`src/verilog/imd_pkg.sv`:
```
// Shared widths, operation codes and command types of the multiply/divide unit
// Register width is fixed at 32 bits; HI occupies the upper half of dword_t
// Both sequential units need STEPS iterations plus one sign-fix cycle
package imd_pkg;

	localparam int REG_WIDTH = 32;	// Width of one general purpose register
	localparam int STEPS = REG_WIDTH;	// Iterations of the multiplier and of the divider
	localparam int CNT_WIDTH = $clog2(STEPS + 1);	// Step counter must hold STEPS down to zero

	typedef logic [REG_WIDTH-1:0] reg_t;	// One register word
	typedef logic [2*REG_WIDTH-1:0] dword_t;	// HI:LO pair, HI in the upper word

	// Primary opcode of the register-register instruction class
	localparam logic [5:0] OPC_SPECIAL = 6'h00;

	// Function field codes of the SPECIAL class handled here
	localparam logic [5:0] FN_MFHI = 6'h10;	// Move from HI
	localparam logic [5:0] FN_MTHI = 6'h11;	// Move to HI
	localparam logic [5:0] FN_MFLO = 6'h12;	// Move from LO
	localparam logic [5:0] FN_MTLO = 6'h13;	// Move to LO
	localparam logic [5:0] FN_MULT = 6'h18;	// Signed multiply
	localparam logic [5:0] FN_MULTU = 6'h19;	// Unsigned multiply
	localparam logic [5:0] FN_DIV = 6'h1A;	// Signed divide
	localparam logic [5:0] FN_DIVU = 6'h1B;	// Unsigned divide

	// Operation code handed from the decoder to the unit
	typedef enum logic [3:0] {
		IMD_NONE = 4'd0,	// Not an instruction for this unit
		IMD_MFHI = 4'd1,	// Read HI into rd
		IMD_MFLO = 4'd2,	// Read LO into rd
		IMD_MTHI = 4'd3,	// Write rs into HI
		IMD_MTLO = 4'd4,	// Write rs into LO
		IMD_MUL = 4'd5,	// Signed 32x32 multiply
		IMD_MULU = 4'd6,	// Unsigned 32x32 multiply
		IMD_DIV = 4'd7,	// Signed divide
		IMD_DIVU = 4'd8	// Unsigned divide
	} imd_op_e;

	// Decoded command entering the execute stage
	typedef struct packed {
		imd_op_e op;	// What to do
		reg_t rs_val;	// Dividend, multiplicand or the MT source
		reg_t rt_val;	// Divisor or multiplier
	} imd_cmd_t;

	// Register write produced by MFHI and MFLO
	typedef struct packed {
		logic valid;	// Val is to be written to rd
		reg_t val;	// HI or LO contents
	} imd_res_t;

endpackage

```
`src/verilog/long_imul.sv`:
```
// Sequential shift-and-add multiplier, one multiplier bit per clock
// Start is a single-cycle pulse accepted only while ready is high
// Ready drops after start and returns STEPS+1 cycles later with the product
// Signed products are formed from magnitudes and negated at the end
module long_imul (
	input  logic            clk,
	input  logic            nrst,
	input  imd_pkg::reg_t   i_multiplicand,	// First operand, sampled on start
	input  imd_pkg::reg_t   i_multiplier,	// Second operand, sampled on start
	input  logic            i_start,	// One-cycle start pulse
	input  logic            i_signd,	// Operands are two's complement
	output logic            o_ready,	// Idle, product valid after a run
	output imd_pkg::dword_t o_product	// Full 64-bit product
);
	import imd_pkg::*;

	logic [CNT_WIDTH-1:0] cnt;	// Remaining add steps
	logic neg;	// Product must be negated at the end
	reg_t mag_a;	// Magnitude of the multiplicand
	reg_t mag_b;	// Magnitude of the multiplier
	dword_t mcand;	// Multiplicand shifted left each step
	reg_t mplier;	// Multiplier shifted right each step
	dword_t acc;	// Partial product

	// Take the absolute value only for signed operation
	assign mag_a = (i_signd && i_multiplicand[REG_WIDTH-1]) ? -i_multiplicand : i_multiplicand;
	assign mag_b = (i_signd && i_multiplier[REG_WIDTH-1]) ? -i_multiplier : i_multiplier;

	always_ff @(posedge clk or negedge nrst)
	begin
		if (!nrst)
		begin
			o_ready <= 1'b1;	// Idle out of reset
			cnt <= '0;
			neg <= 1'b0;
		end
		else if (i_start)
		begin
			o_ready <= 1'b0;	// Busy from the next cycle on
			cnt <= CNT_WIDTH'(STEPS);
			neg <= i_signd && (i_multiplicand[REG_WIDTH-1] ^ i_multiplier[REG_WIDTH-1]);
		end
		else if (!o_ready)
		begin
			if (cnt != '0)
				cnt <= cnt - 1'b1;	// One multiplier bit consumed
			else
				o_ready <= 1'b1;	// Sign fix done this cycle
		end
	end

	always_ff @(posedge clk)
	begin
		if (i_start)
		begin
			mcand <= dword_t'(mag_a);	// Zero extended into the low word
			mplier <= mag_b;
			acc <= '0;
		end
		else if (!o_ready && (cnt != '0))
		begin
			if (mplier[0])
				acc <= acc + mcand;	// Add the weighted multiplicand for a set bit
			mcand <= mcand << 1;
			mplier <= mplier >> 1;
		end
		else if (!o_ready)
			o_product <= neg ? -acc : acc;	// Restore the sign of the result
	end

	// The control unit never restarts a run in progress
	assert property (@(posedge clk) disable iff (!nrst) i_start |-> o_ready)
	else
		$error("long_imul: start while busy");

endmodule

```
`src/verilog/long_idiv.sv`:
```
// Sequential restoring divider, one quotient bit per clock
// Start is a single-cycle pulse accepted only while ready is high
// Ready drops after start and returns STEPS+1 cycles later
// Result packs the remainder over the quotient, like HI over LO
// Signed division works on magnitudes; the quotient is negated when the
// signs differ and the remainder takes the sign of the dividend
// Division by zero yields an all-ones magnitude quotient and the dividend
// magnitude as remainder, both followed by the usual sign fix
module long_idiv (
	input  logic            clk,
	input  logic            nrst,
	input  imd_pkg::reg_t   i_dividend,	// Numerator, sampled on start
	input  imd_pkg::reg_t   i_divider,	// Denominator, sampled on start
	input  logic            i_start,	// One-cycle start pulse
	input  logic            i_signd,	// Operands are two's complement
	output logic            o_ready,	// Idle, result valid after a run
	output imd_pkg::dword_t o_remquot	// Remainder in the upper word, quotient in the lower
);
	import imd_pkg::*;

	logic [CNT_WIDTH-1:0] cnt;	// Remaining subtract steps
	logic neg_q;	// Quotient must be negated
	logic neg_r;	// Remainder must be negated
	reg_t mag_n;	// Magnitude of the dividend
	reg_t mag_d;	// Magnitude of the divider
	reg_t dvs;	// Latched divider magnitude
	reg_t quot;	// Dividend bits shift out at the top, quotient bits in at the bottom
	reg_t rem;	// Partial remainder
	logic [REG_WIDTH:0] rem_sh;	// Partial remainder with the next dividend bit appended
	logic [REG_WIDTH:0] diff;	// Trial subtraction, negative when the top bit is set

	assign mag_n = (i_signd && i_dividend[REG_WIDTH-1]) ? -i_dividend : i_dividend;
	assign mag_d = (i_signd && i_divider[REG_WIDTH-1]) ? -i_divider : i_divider;

	assign rem_sh = {rem, quot[REG_WIDTH-1]};	// Bring down the next dividend bit
	assign diff = rem_sh - {1'b0, dvs};	// Extra bit keeps the borrow visible

	always_ff @(posedge clk or negedge nrst)
	begin
		if (!nrst)
		begin
			o_ready <= 1'b1;	// Idle out of reset
			cnt <= '0;
			neg_q <= 1'b0;
			neg_r <= 1'b0;
		end
		else if (i_start)
		begin
			o_ready <= 1'b0;
			cnt <= CNT_WIDTH'(STEPS);
			neg_q <= i_signd && (i_dividend[REG_WIDTH-1] ^ i_divider[REG_WIDTH-1]);
			neg_r <= i_signd && i_dividend[REG_WIDTH-1];
		end
		else if (!o_ready)
		begin
			if (cnt != '0)
				cnt <= cnt - 1'b1;	// One quotient bit resolved
			else
				o_ready <= 1'b1;	// Sign fix done this cycle
		end
	end

	always_ff @(posedge clk)
	begin
		if (i_start)
		begin
			quot <= mag_n;
			dvs <= mag_d;
			rem <= '0;
		end
		else if (!o_ready && (cnt != '0))
		begin
			if (!diff[REG_WIDTH])
			begin
				rem <= diff[REG_WIDTH-1:0];	// Divider fits, keep the difference
				quot <= {quot[REG_WIDTH-2:0], 1'b1};
			end
			else
			begin
				rem <= rem_sh[REG_WIDTH-1:0];	// Restore, the divider did not fit
				quot <= {quot[REG_WIDTH-2:0], 1'b0};
			end
		end
		else if (!o_ready)
			o_remquot <= {(neg_r ? -rem : rem), (neg_q ? -quot : quot)};
	end

	// The control unit never restarts a run in progress
	assert property (@(posedge clk) disable iff (!nrst) i_start |-> o_ready)
	else
		$error("long_idiv: start while busy");

endmodule

```
`src/verilog/imuldivu.sv`:
```
// Integer multiply and divide unit with the HI/LO register pair
// Three stages follow the core pipeline: execute, memory and writeback
// MFHI/MFLO results appear on o_rd the cycle after acceptance
// MTHI/MTLO reach HI:LO two unstalled edges after acceptance, so an MF
// needs at least two unrelated slots after an MT to see the new value
// A finishing multiply or divide wins over a pending MT in writeback
// While a run is active, MF and new MUL/DIV commands raise o_exec_stall
module imuldivu (
	input  logic              clk,
	input  logic              nrst,
	input  imd_pkg::imd_cmd_t i_cmd,	// Decoded command of the execute stage
	input  logic              i_mem_stall,	// Memory stage holds the pipeline
	input  logic              i_fetch_stall,	// Fetch stage holds the pipeline
	output logic              o_exec_stall,	// Execute stage waits for a run to finish
	output imd_pkg::imd_res_t o_rd	// MF result for the register file
);
	import imd_pkg::*;

	logic core_stall;	// Any stall source, nothing advances
	logic interlock_op;	// Present op depends on or would disturb HI:LO
	dword_t hilo;	// HI in the upper word, LO in the lower

	logic mul_running;	// Multiply launched and not yet written back
	logic mul_start;	// Start pulse to the multiplier
	logic mul_signd;	// Signed multiply
	logic mul_ready;	// Multiplier idle or finished
	logic mul_done;	// Multiply result is written this cycle
	dword_t mul_product;

	logic div_running;	// Divide launched and not yet written back
	logic div_start;	// Start pulse to the divider
	logic div_signd;	// Signed divide
	logic div_ready;	// Divider idle or finished
	logic div_done;	// Divide result is written this cycle
	dword_t div_remquot;

	reg_t rs_reg;	// Operands held for the sequential units
	reg_t rt_reg;

	logic mthi_p2;	// MT write in the memory stage
	logic mtlo_p2;
	reg_t rval_p2;
	logic mthi_p3;	// MT write in the writeback stage
	logic mtlo_p3;
	reg_t rval_p3;

	logic rd_valid;	// MF result register
	reg_t rd_val;

	assign interlock_op = i_cmd.op inside {IMD_MFHI, IMD_MFLO, IMD_MUL, IMD_MULU, IMD_DIV, IMD_DIVU};
	// External stalls take precedence so the stall sources never overlap
	assign o_exec_stall = !i_mem_stall && !i_fetch_stall && (mul_running || div_running) &&
		interlock_op;
	assign core_stall = o_exec_stall || i_mem_stall || i_fetch_stall;

	// Ready is still high in the start cycle, the start pulse masks it
	assign mul_done = mul_running && mul_ready && !mul_start;
	assign div_done = div_running && div_ready && !div_start;

	assign o_rd = '{valid: rd_valid, val: rd_val};

	// Execute stage
	always_ff @(posedge clk or negedge nrst)
	begin
		if (!nrst)
		begin
			rd_valid <= 1'b0;
			rd_val <= '0;
			mthi_p2 <= 1'b0;
			mtlo_p2 <= 1'b0;
			mul_running <= 1'b0;
			mul_start <= 1'b0;
			mul_signd <= 1'b0;
			div_running <= 1'b0;
			div_start <= 1'b0;
			div_signd <= 1'b0;
		end
		else
		begin
			mul_start <= 1'b0;	// Start is a single-cycle pulse
			div_start <= 1'b0;
			if (mul_done)
				mul_running <= 1'b0;
			if (div_done)
				div_running <= 1'b0;
			if (!core_stall)
			begin
				rd_valid <= 1'b0;	// Cleared unless a new MF arrives
				mthi_p2 <= 1'b0;
				mtlo_p2 <= 1'b0;
				case (i_cmd.op)
					IMD_MFHI:
					begin
						rd_valid <= 1'b1;
						rd_val <= hilo[2*REG_WIDTH-1:REG_WIDTH];
					end
					IMD_MFLO:
					begin
						rd_valid <= 1'b1;
						rd_val <= hilo[REG_WIDTH-1:0];
					end
					IMD_MTHI: mthi_p2 <= 1'b1;
					IMD_MTLO: mtlo_p2 <= 1'b1;
					IMD_MUL, IMD_MULU:
					begin
						mul_start <= 1'b1;
						mul_running <= 1'b1;
						mul_signd <= (i_cmd.op == IMD_MUL);
					end
					IMD_DIV, IMD_DIVU:
					begin
						div_start <= 1'b1;
						div_running <= 1'b1;
						div_signd <= (i_cmd.op == IMD_DIV);
					end
					default: ;	// Not for this unit
				endcase
			end
		end
	end

	// Operand and MT data registers of the execute and memory stages
	always_ff @(posedge clk)
	begin
		if (!core_stall)
		begin
			if (i_cmd.op inside {IMD_MUL, IMD_MULU, IMD_DIV, IMD_DIVU})
			begin
				rs_reg <= i_cmd.rs_val;
				rt_reg <= i_cmd.rt_val;
			end
			if (i_cmd.op inside {IMD_MTHI, IMD_MTLO})
				rval_p2 <= i_cmd.rs_val;	// MT source is always rs
			rval_p3 <= rval_p2;
		end
	end

	// Memory stage
	always_ff @(posedge clk or negedge nrst)
	begin
		if (!nrst)
		begin
			mthi_p3 <= 1'b0;
			mtlo_p3 <= 1'b0;
		end
		else if (!core_stall)
		begin
			mthi_p3 <= mthi_p2;
			mtlo_p3 <= mtlo_p2;
		end
	end

	// Writeback stage, a finishing run ignores the pipeline stall
	always_ff @(posedge clk or negedge nrst)
	begin
		if (!nrst)
			hilo <= '0;
		else if (mul_done)
			hilo <= mul_product;
		else if (div_done)
			hilo <= div_remquot;	// Remainder lands in HI, quotient in LO
		else if (!core_stall)
		begin
			if (mthi_p3)
				hilo[2*REG_WIDTH-1:REG_WIDTH] <= rval_p3;
			if (mtlo_p3)
				hilo[REG_WIDTH-1:0] <= rval_p3;
		end
	end

	long_imul u_imul (
		.clk(clk),
		.nrst(nrst),
		.i_multiplicand(rs_reg),
		.i_multiplier(rt_reg),
		.i_start(mul_start),
		.i_signd(mul_signd),
		.o_ready(mul_ready),
		.o_product(mul_product)
	);

	long_idiv u_idiv (
		.clk(clk),
		.nrst(nrst),
		.i_dividend(rs_reg),
		.i_divider(rt_reg),
		.i_start(div_start),
		.i_signd(div_signd),
		.o_ready(div_ready),
		.o_remquot(div_remquot)
	);

	// The interlock keeps a second run from starting until the first is written back
	assert property (@(posedge clk) disable iff (!nrst) !(mul_running && div_running))
	else
		$error("imuldivu: multiply and divide running together");

	// An MF is only accepted with no run active, so its result never meets a stall
	assert property (@(posedge clk) disable iff (!nrst) !(o_rd.valid && o_exec_stall))
	else
		$error("imuldivu: rd valid during execute stall");

endmodule

```
`config.mk`:
```
export PLATFORM = sky130hd
export DESIGN_NAME = imuldivu
export DESIGN_NICKNAME = d
export VERILOG_FILES = /design/src/verilog/imd_pkg.sv /design/src/verilog/long_imul.sv /design/src/verilog/long_idiv.sv /design/src/verilog/imuldivu.sv
export SDC_FILE = /design/constraint.sdc
export NUM_CORES = 1
export LEC_CHECK = 0
export ABC_CLOCK_PERIOD_IN_PS = 8150
export CORE_MARGIN = 2
export CORE_UTILIZATION = 30
export CTS_BUF_LIST = sky130_fd_sc_hd__clkbuf_2 sky130_fd_sc_hd__clkbuf_4 sky130_fd_sc_hd__clkbuf_8
export DETAILED_ROUTE_END_ITERATION = 8
export DONT_BUFFER_PORTS = 1
export GPL_TIMING_DRIVEN = 0
export PLACE_DENSITY = 0.56
export SETUP_SLACK_MARGIN = 0.4
export SKIP_LAST_GASP = 1
export SLEW_MARGIN = 10
export SYNTH_ARGS = -nofsm -noshare
export SYNTH_HDL_FRONTEND = slang
export SYNTH_SLANG_ARGS = --single-unit
```
`constraint.sdc`:
```
create_clock -name clk -period 8.15 [get_ports clk]
set_input_delay 1.2225 -clock clk [delete_from_list [all_inputs] [get_ports clk]]
set_output_delay 1.2225 -clock clk [all_outputs]
set_load 0.05 [all_outputs]
```
[After elaboration in Yosys (flattened, before gate mapping)]
Index checks and enable logic that the tools add are counted.
Storage, ports and cells
  flip-flop bits (word level): 636
  logic and storage cells: 159
Operators by class
  reductions and logical operators: 51
  equality and inequality tests: 11
  muxes and demuxes: 46
  add/sub/neg operators: 9
  bitwise logic cells: 8
Operator list (count)
  32-bit 2-to-1 mux: 15
  64-bit 2-to-1 mux: 4
  32-bit negator: 4
  64-bit adder: 1
  64-bit negator: 1
  32-bit case mux with 2 select lines: 1
  6-bit 2-to-1 mux: 6
  33-bit by 32-bit subtractor with 33-bit output: 1
  1-bit 2-to-1 mux: 20
  2-bit AND reduction: 10
  6-bit nonzero test: 3
  4-bit by 3-bit == test with 1-bit output, second input constant: 4
  1-bit logical AND: 15
  2-bit nonzero test: 6
  6-bit by 1-bit subtractor with 6-bit output, second input constant: 2
  4-bit by 2-bit == test with 1-bit output, second input constant: 2
  1-bit NOT: 7
  1-bit zero test: 6
  3-bit AND reduction: 2
  3-bit nonzero test: 2
  2-bit OR reduction: 3
  4-bit by 1-bit == test with 1-bit output, second input constant: 1
  4-bit == test, second input constant: 1
  2-bit inequality test, second input constant: 2
  4 further kinds: 6

[Depth between registers and ports, before layout]
  word-level depth: 9
  mapped depth: 14

[By module]
A second synthesis with hierarchy kept.
Unflattened totals
  cells, all modules: 3339
  area total of the unflattened synthesis: 34292.9 sq um
Modules (own cells, without submodules)
  long_imul: cells each 1590, seq. area each 5967.0 sq um, area an instance 14198.6 sq um, times used 1
  long_idiv: cells each 1034, seq. area each 4710.8 sq um, area an instance 10359.9 sq um, times used 1
  imuldivu: cells each 715, seq. area each 6521.3 sq um, area an instance 9734.3 sq um, times used 1

[Least setup slack after synthesis]
No wires, ideal clock.
  path kind: register -> register
  start point: reg div_start
  end point: reg u_idiv.o_remquot[0] (enable)
  buffers on the path: 2
  slack: 1900 ps
  arrival: 5686 ps
  cell stages (with the launch flop): 4
  cell sequence: dfrtp_1 -> clkbuf_1 -> clkbuf_1 -> nor3_1
Between the ends
  cells in the longest elaborated chain, start to end: 2
RTL lines
  start: declaration: RTL line imuldivu.sv:31  | logic div_start;
  start signal: assignment: RTL line imuldivu.sv:75  | div_start <= 1'b0;
  start signal: assignment: RTL line imuldivu.sv:81  | div_start <= 1'b0;
  start signal: assignment: RTL line imuldivu.sv:112  | div_start <= 1'b1;
  1-bit NOT (no source line)
  3-bit AND reduction (no source line)
  end signal: assignment: RTL line long_idiv.sv:85  | o_remquot <= {(neg_r ? -rem : rem), (neg_q ? -quot : quot)};
  end: declaration: RTL line long_idiv.sv:17  | output imd_pkg::dword_t o_remquot
No other way between the ends.
A chain may end at the register's enable or synchronous reset.

[Worst setup path after layout]
  start point: reg u_idiv.quot[31]
  end point: reg u_idiv.rem[24]
Between the ends
  cells in the longest elaborated chain, start to end: 2
RTL lines
  start: declaration: RTL line long_idiv.sv:27  | reg_t quot;
  start signal: assignment: RTL line long_idiv.sv:67  | quot <= mag_n;
  start signal: assignment: RTL line long_idiv.sv:76  | quot <= {quot[REG_WIDTH-2:0], 1'b1};
  start signal: assignment: RTL line long_idiv.sv:81  | quot <= {quot[REG_WIDTH-2:0], 1'b0};
  33-bit by 32-bit subtractor with 33-bit output: RTL line long_idiv.sv:36  | assign diff = rem_sh - {1'b0, dvs};
  32-bit 2-to-1 mux: RTL line long_idiv.sv:73  | if (!diff[REG_WIDTH])
  end signal: assignment: RTL line long_idiv.sv:75  | rem <= diff[REG_WIDTH-1:0];
  end signal: assignment: RTL line long_idiv.sv:80  | rem <= rem_sh[REG_WIDTH-1:0];
  end: declaration: RTL line long_idiv.sv:28  | reg_t rem;
No other way between the ends.

==> flow_summary.yaml <==
final_layout:
  nNetsFinal: 3761
  final_cell_mix: "a21oi_1, nand2_1, nor2_1, edfxtp_1, xnor2_1"
  stdcell_count: 5173
  areaGrowthSynthToFinish_pct: 13.79
  mostFrequentLayoutCell: "a21oi_1"
  drive_gt1_share_pct: 6.766
  design_area_um2: 37900
critical_path:
  worstPathRequired_ns: 8.82
  r2r-end: "u_idiv.rem[24]$_SDFFE_PP0P_"
  crit_type: "flip-flop to flip-flop"
  crit_arrival_ns: 4.93
  cp_max_fo: 10
  reg2reg_from: "u_idiv.quot[31]$_DFFE_PN_"
  end_kind: "flip-flop"
  r2r_slack_ns: 3.89
  r2r.worst_path.cells: 14
  setup.worst_path.start_class: "flip-flop"
cts:
  clkLatencyLatePin_ns: 0.82
  cts_made_buffers: 110
  clk_pin_slew_ns: 0.07
  post_cts_buffers: 0
  clockRootBuffer: "clkbuf_8"
  ctsHoldBuffers: 0
  clock_sinks: 636
  ctsResizeCount: 0
  cts_tree: "built"
  htree_levels: 3
  clockBufferDepth: 3
place:
  placed_area_um2: 35460
  dp.final_hpwl_um: 81010
  placed_cells: 4960
  io_buffers: 0
  dpl_worst_slack_ns: 3.906
  gp_congestion: 0.8970
timing:
  clock_skew_ns: 0.08208
  slew_viol_final: 0
  maxSlewHeadroom_pct: 15.19
  worst_slew_pin_slew_ns: 1.272
  finalCritPeriodShare_pct: 52.25
  finalCriticalPeriod_ns: 4.258
  hold_ws_ns: 0.1071
  hold_viol: 0
  rsz0062_at_grt: "no"
  fmax_ghz: 0.2348
  setup_slack_ns: 3.892
  setup_violations: 0
synthesis:
  ys_ff_latch: 636
  synthFlopType: "edfxtp_1"
  synth_seq_area_share_pct: 51.64
  synth_cell_type_count: 80
  syn-cell-area_um2: 33310
  syn_avg_cell_area_um2: 9.649
  synthCells: 3452
  synth-async-reset-ratio_pct: 19.50
  synth_edf_count: 384
  yosys_warnings: 0
  synth_nets: 3629
floorplan:
  initial_core_util_pct: 30.18
  die_x_um: 337.2
  dieArea_um2: 113700
  die_y_um: 337.2
  num_rows: 122
  io_pins: 106
  core_um2: 110400
hold_path:
  holdCritPathClass: "input pin to asynchronous set/reset pin"
power:
  leakage_nw: 14.08
  power_density_nw_per_um2: 358.0
  ir_worst_vdd_mv: 0.1781
grt:
  overflow: 0
  grt_pass1_wl_um: 157800
  use_met1_pct: 25.67
  grt_use_met3_pct: 3.631
  grt_use_met2_pct: 28.28
  grt.total_usage_pct: 18.35
  grt_max_degree: 125
  busiest_layer: "met2"
  antenna_found_initial: 8
  grt_pass1_vias: 25120
route:
  drc: 0
  first_pass_iters: 7
  ant_nets: 0
  routed_wl_um: 105500
  vias: 26270
  drt-initial-drc-count: 2390
  vias_per_cell: 5.079
  avgRoutedWirePerCell_um: 20.39
flow_run:
  drv_cap: 0
outcome:
  status: "finished, final reports clean"
==> logic make-up after synthesis <==
logic type | count (synthesis) | synth area share (%)
flops | 636 | 51.64
simple gates | 1154 | 15.55
xor+xnor | 329 | 8.651
mux | 39 | 1.183
compound gates | 925 | 16.00
buf+inv | 264 | 2.990
fa+ha+maj | 105 | 3.989
==> synth_stat cells, drive strengths merged (12+ instances only) <==
cell / number / area [um^2]
nand2b: 30 / 187.7
a211oi: 14 / 105.1
dfrtp: 122 / 3053
a21o: 51 / 382.9
buf: 17 / 68.81
o41ai: 22 / 215.2
edfxtp: 384 / 11530
o21ai: 212 / 1061
mux2i: 36 / 360.4
or4: 29 / 229.0
nor2b: 46 / 287.8
xor2: 89 / 779.5
dfxtp: 128 / 2562
nand4: 30 / 187.7
inv: 77 / 289.0
or3: 30 / 200.2
and2: 12 / 75.08
nor3: 53 / 265.3
nand2: 428 / 1607
o211ai: 12 / 90.09
ha: 103 / 1289
o21bai: 14 / 105.1
o31ai: 39 / 297.8
nor2: 390 / 1466
clkbuf: 170 / 638.1
nand3: 30 / 150.1
xnor2: 240 / 2102
a31oi: 18 / 112.6
a21oi: 477 / 2387
nor4: 26 / 162.7
and3: 14 / 87.58
==> power breakdown <==
group	total, mW	leakage [nW]	switching (mW)	internal [mW]
logic	4.75	6.67	2.94	1.80
registers	5.59	6.13	1.13	4.46
clock network	3.24	1.28	1.46	1.78
==> how the worst max path moves through the flow <==
stage / end / start / depth (start not counted)
finish: u_idiv.rem[24]$_SDFFE_PP0P_ / u_idiv.quot[31]$_DFFE_PN_ / 14
global route: u_idiv.rem[24]$_SDFFE_PP0P_ / u_idiv.rem[8]$_SDFFE_PP0P_ / 12
CTS: u_idiv.rem[24]$_SDFFE_PP0P_ / u_idiv.quot[31]$_DFFE_PN_ / 14
detailed placement: u_idiv.quot[0]$_DFFE_PN_ / u_idiv.rem[8]$_SDFFE_PP0P_ / 11
global placement: u_imul.o_product[8]$_DFFE_PP_ / mul_start$_DFF_PN0_ / 4
floorplan: u_idiv.o_remquot[0]$_DFFE_PP_ / div_start$_DFF_PN0_ / 3
==> worst max-delay path: stages, from the launching register on <==
cell and delay (ns):
edfxtp_1 0.46, inv_1 0.07, ha_1 0.22, fa_1 0.40
nor2b_1 0.21, o31a_1 0.24, o2111ai_1 0.19, a21oi_1 0.35
o31a_1 0.28, a31o_2 0.24, xnor2_1 0.21, clkbuf_1 0.39
buf_1 0.53, a21oi_1 0.15, a21oi_1 0.18
==> metal layers <==
layer  up-vias  routed length, um
li1      12600                  -
met1     12680              48330
met2       844              46430
met3       153               7906
met4         2               2822
met5         -                 13
==> through the flow <==
stage / utilization, % / TNS [ns] / total power [mW]
5_1_grt: 34.34 / 0 / 14.45
6_report: 34.34 / 0 / 13.57
3_5_place_dp: 32.13 / 0 / 10.33
3_3_place_gp: 31.87 / -92.59 / 10.26
2_1_floorplan: - / 0 / 8.769
4_1_cts: 34.33 / 0 / 13.60
==> layout make-up <==
class                   instances  area (um^2)
plain buffers                 187        706.9
diodes                          5        12.51
inverters                      77        289.0
repair buffers                 20        246.5
clock buffers                 139         1782
multi-input cells            2552        15160
flip-flops and latches        636        17200
well taps                    1488         1862
fillers                     11290        72460
clock inverters                69        641.9
(Power assumes the default switching activity.)
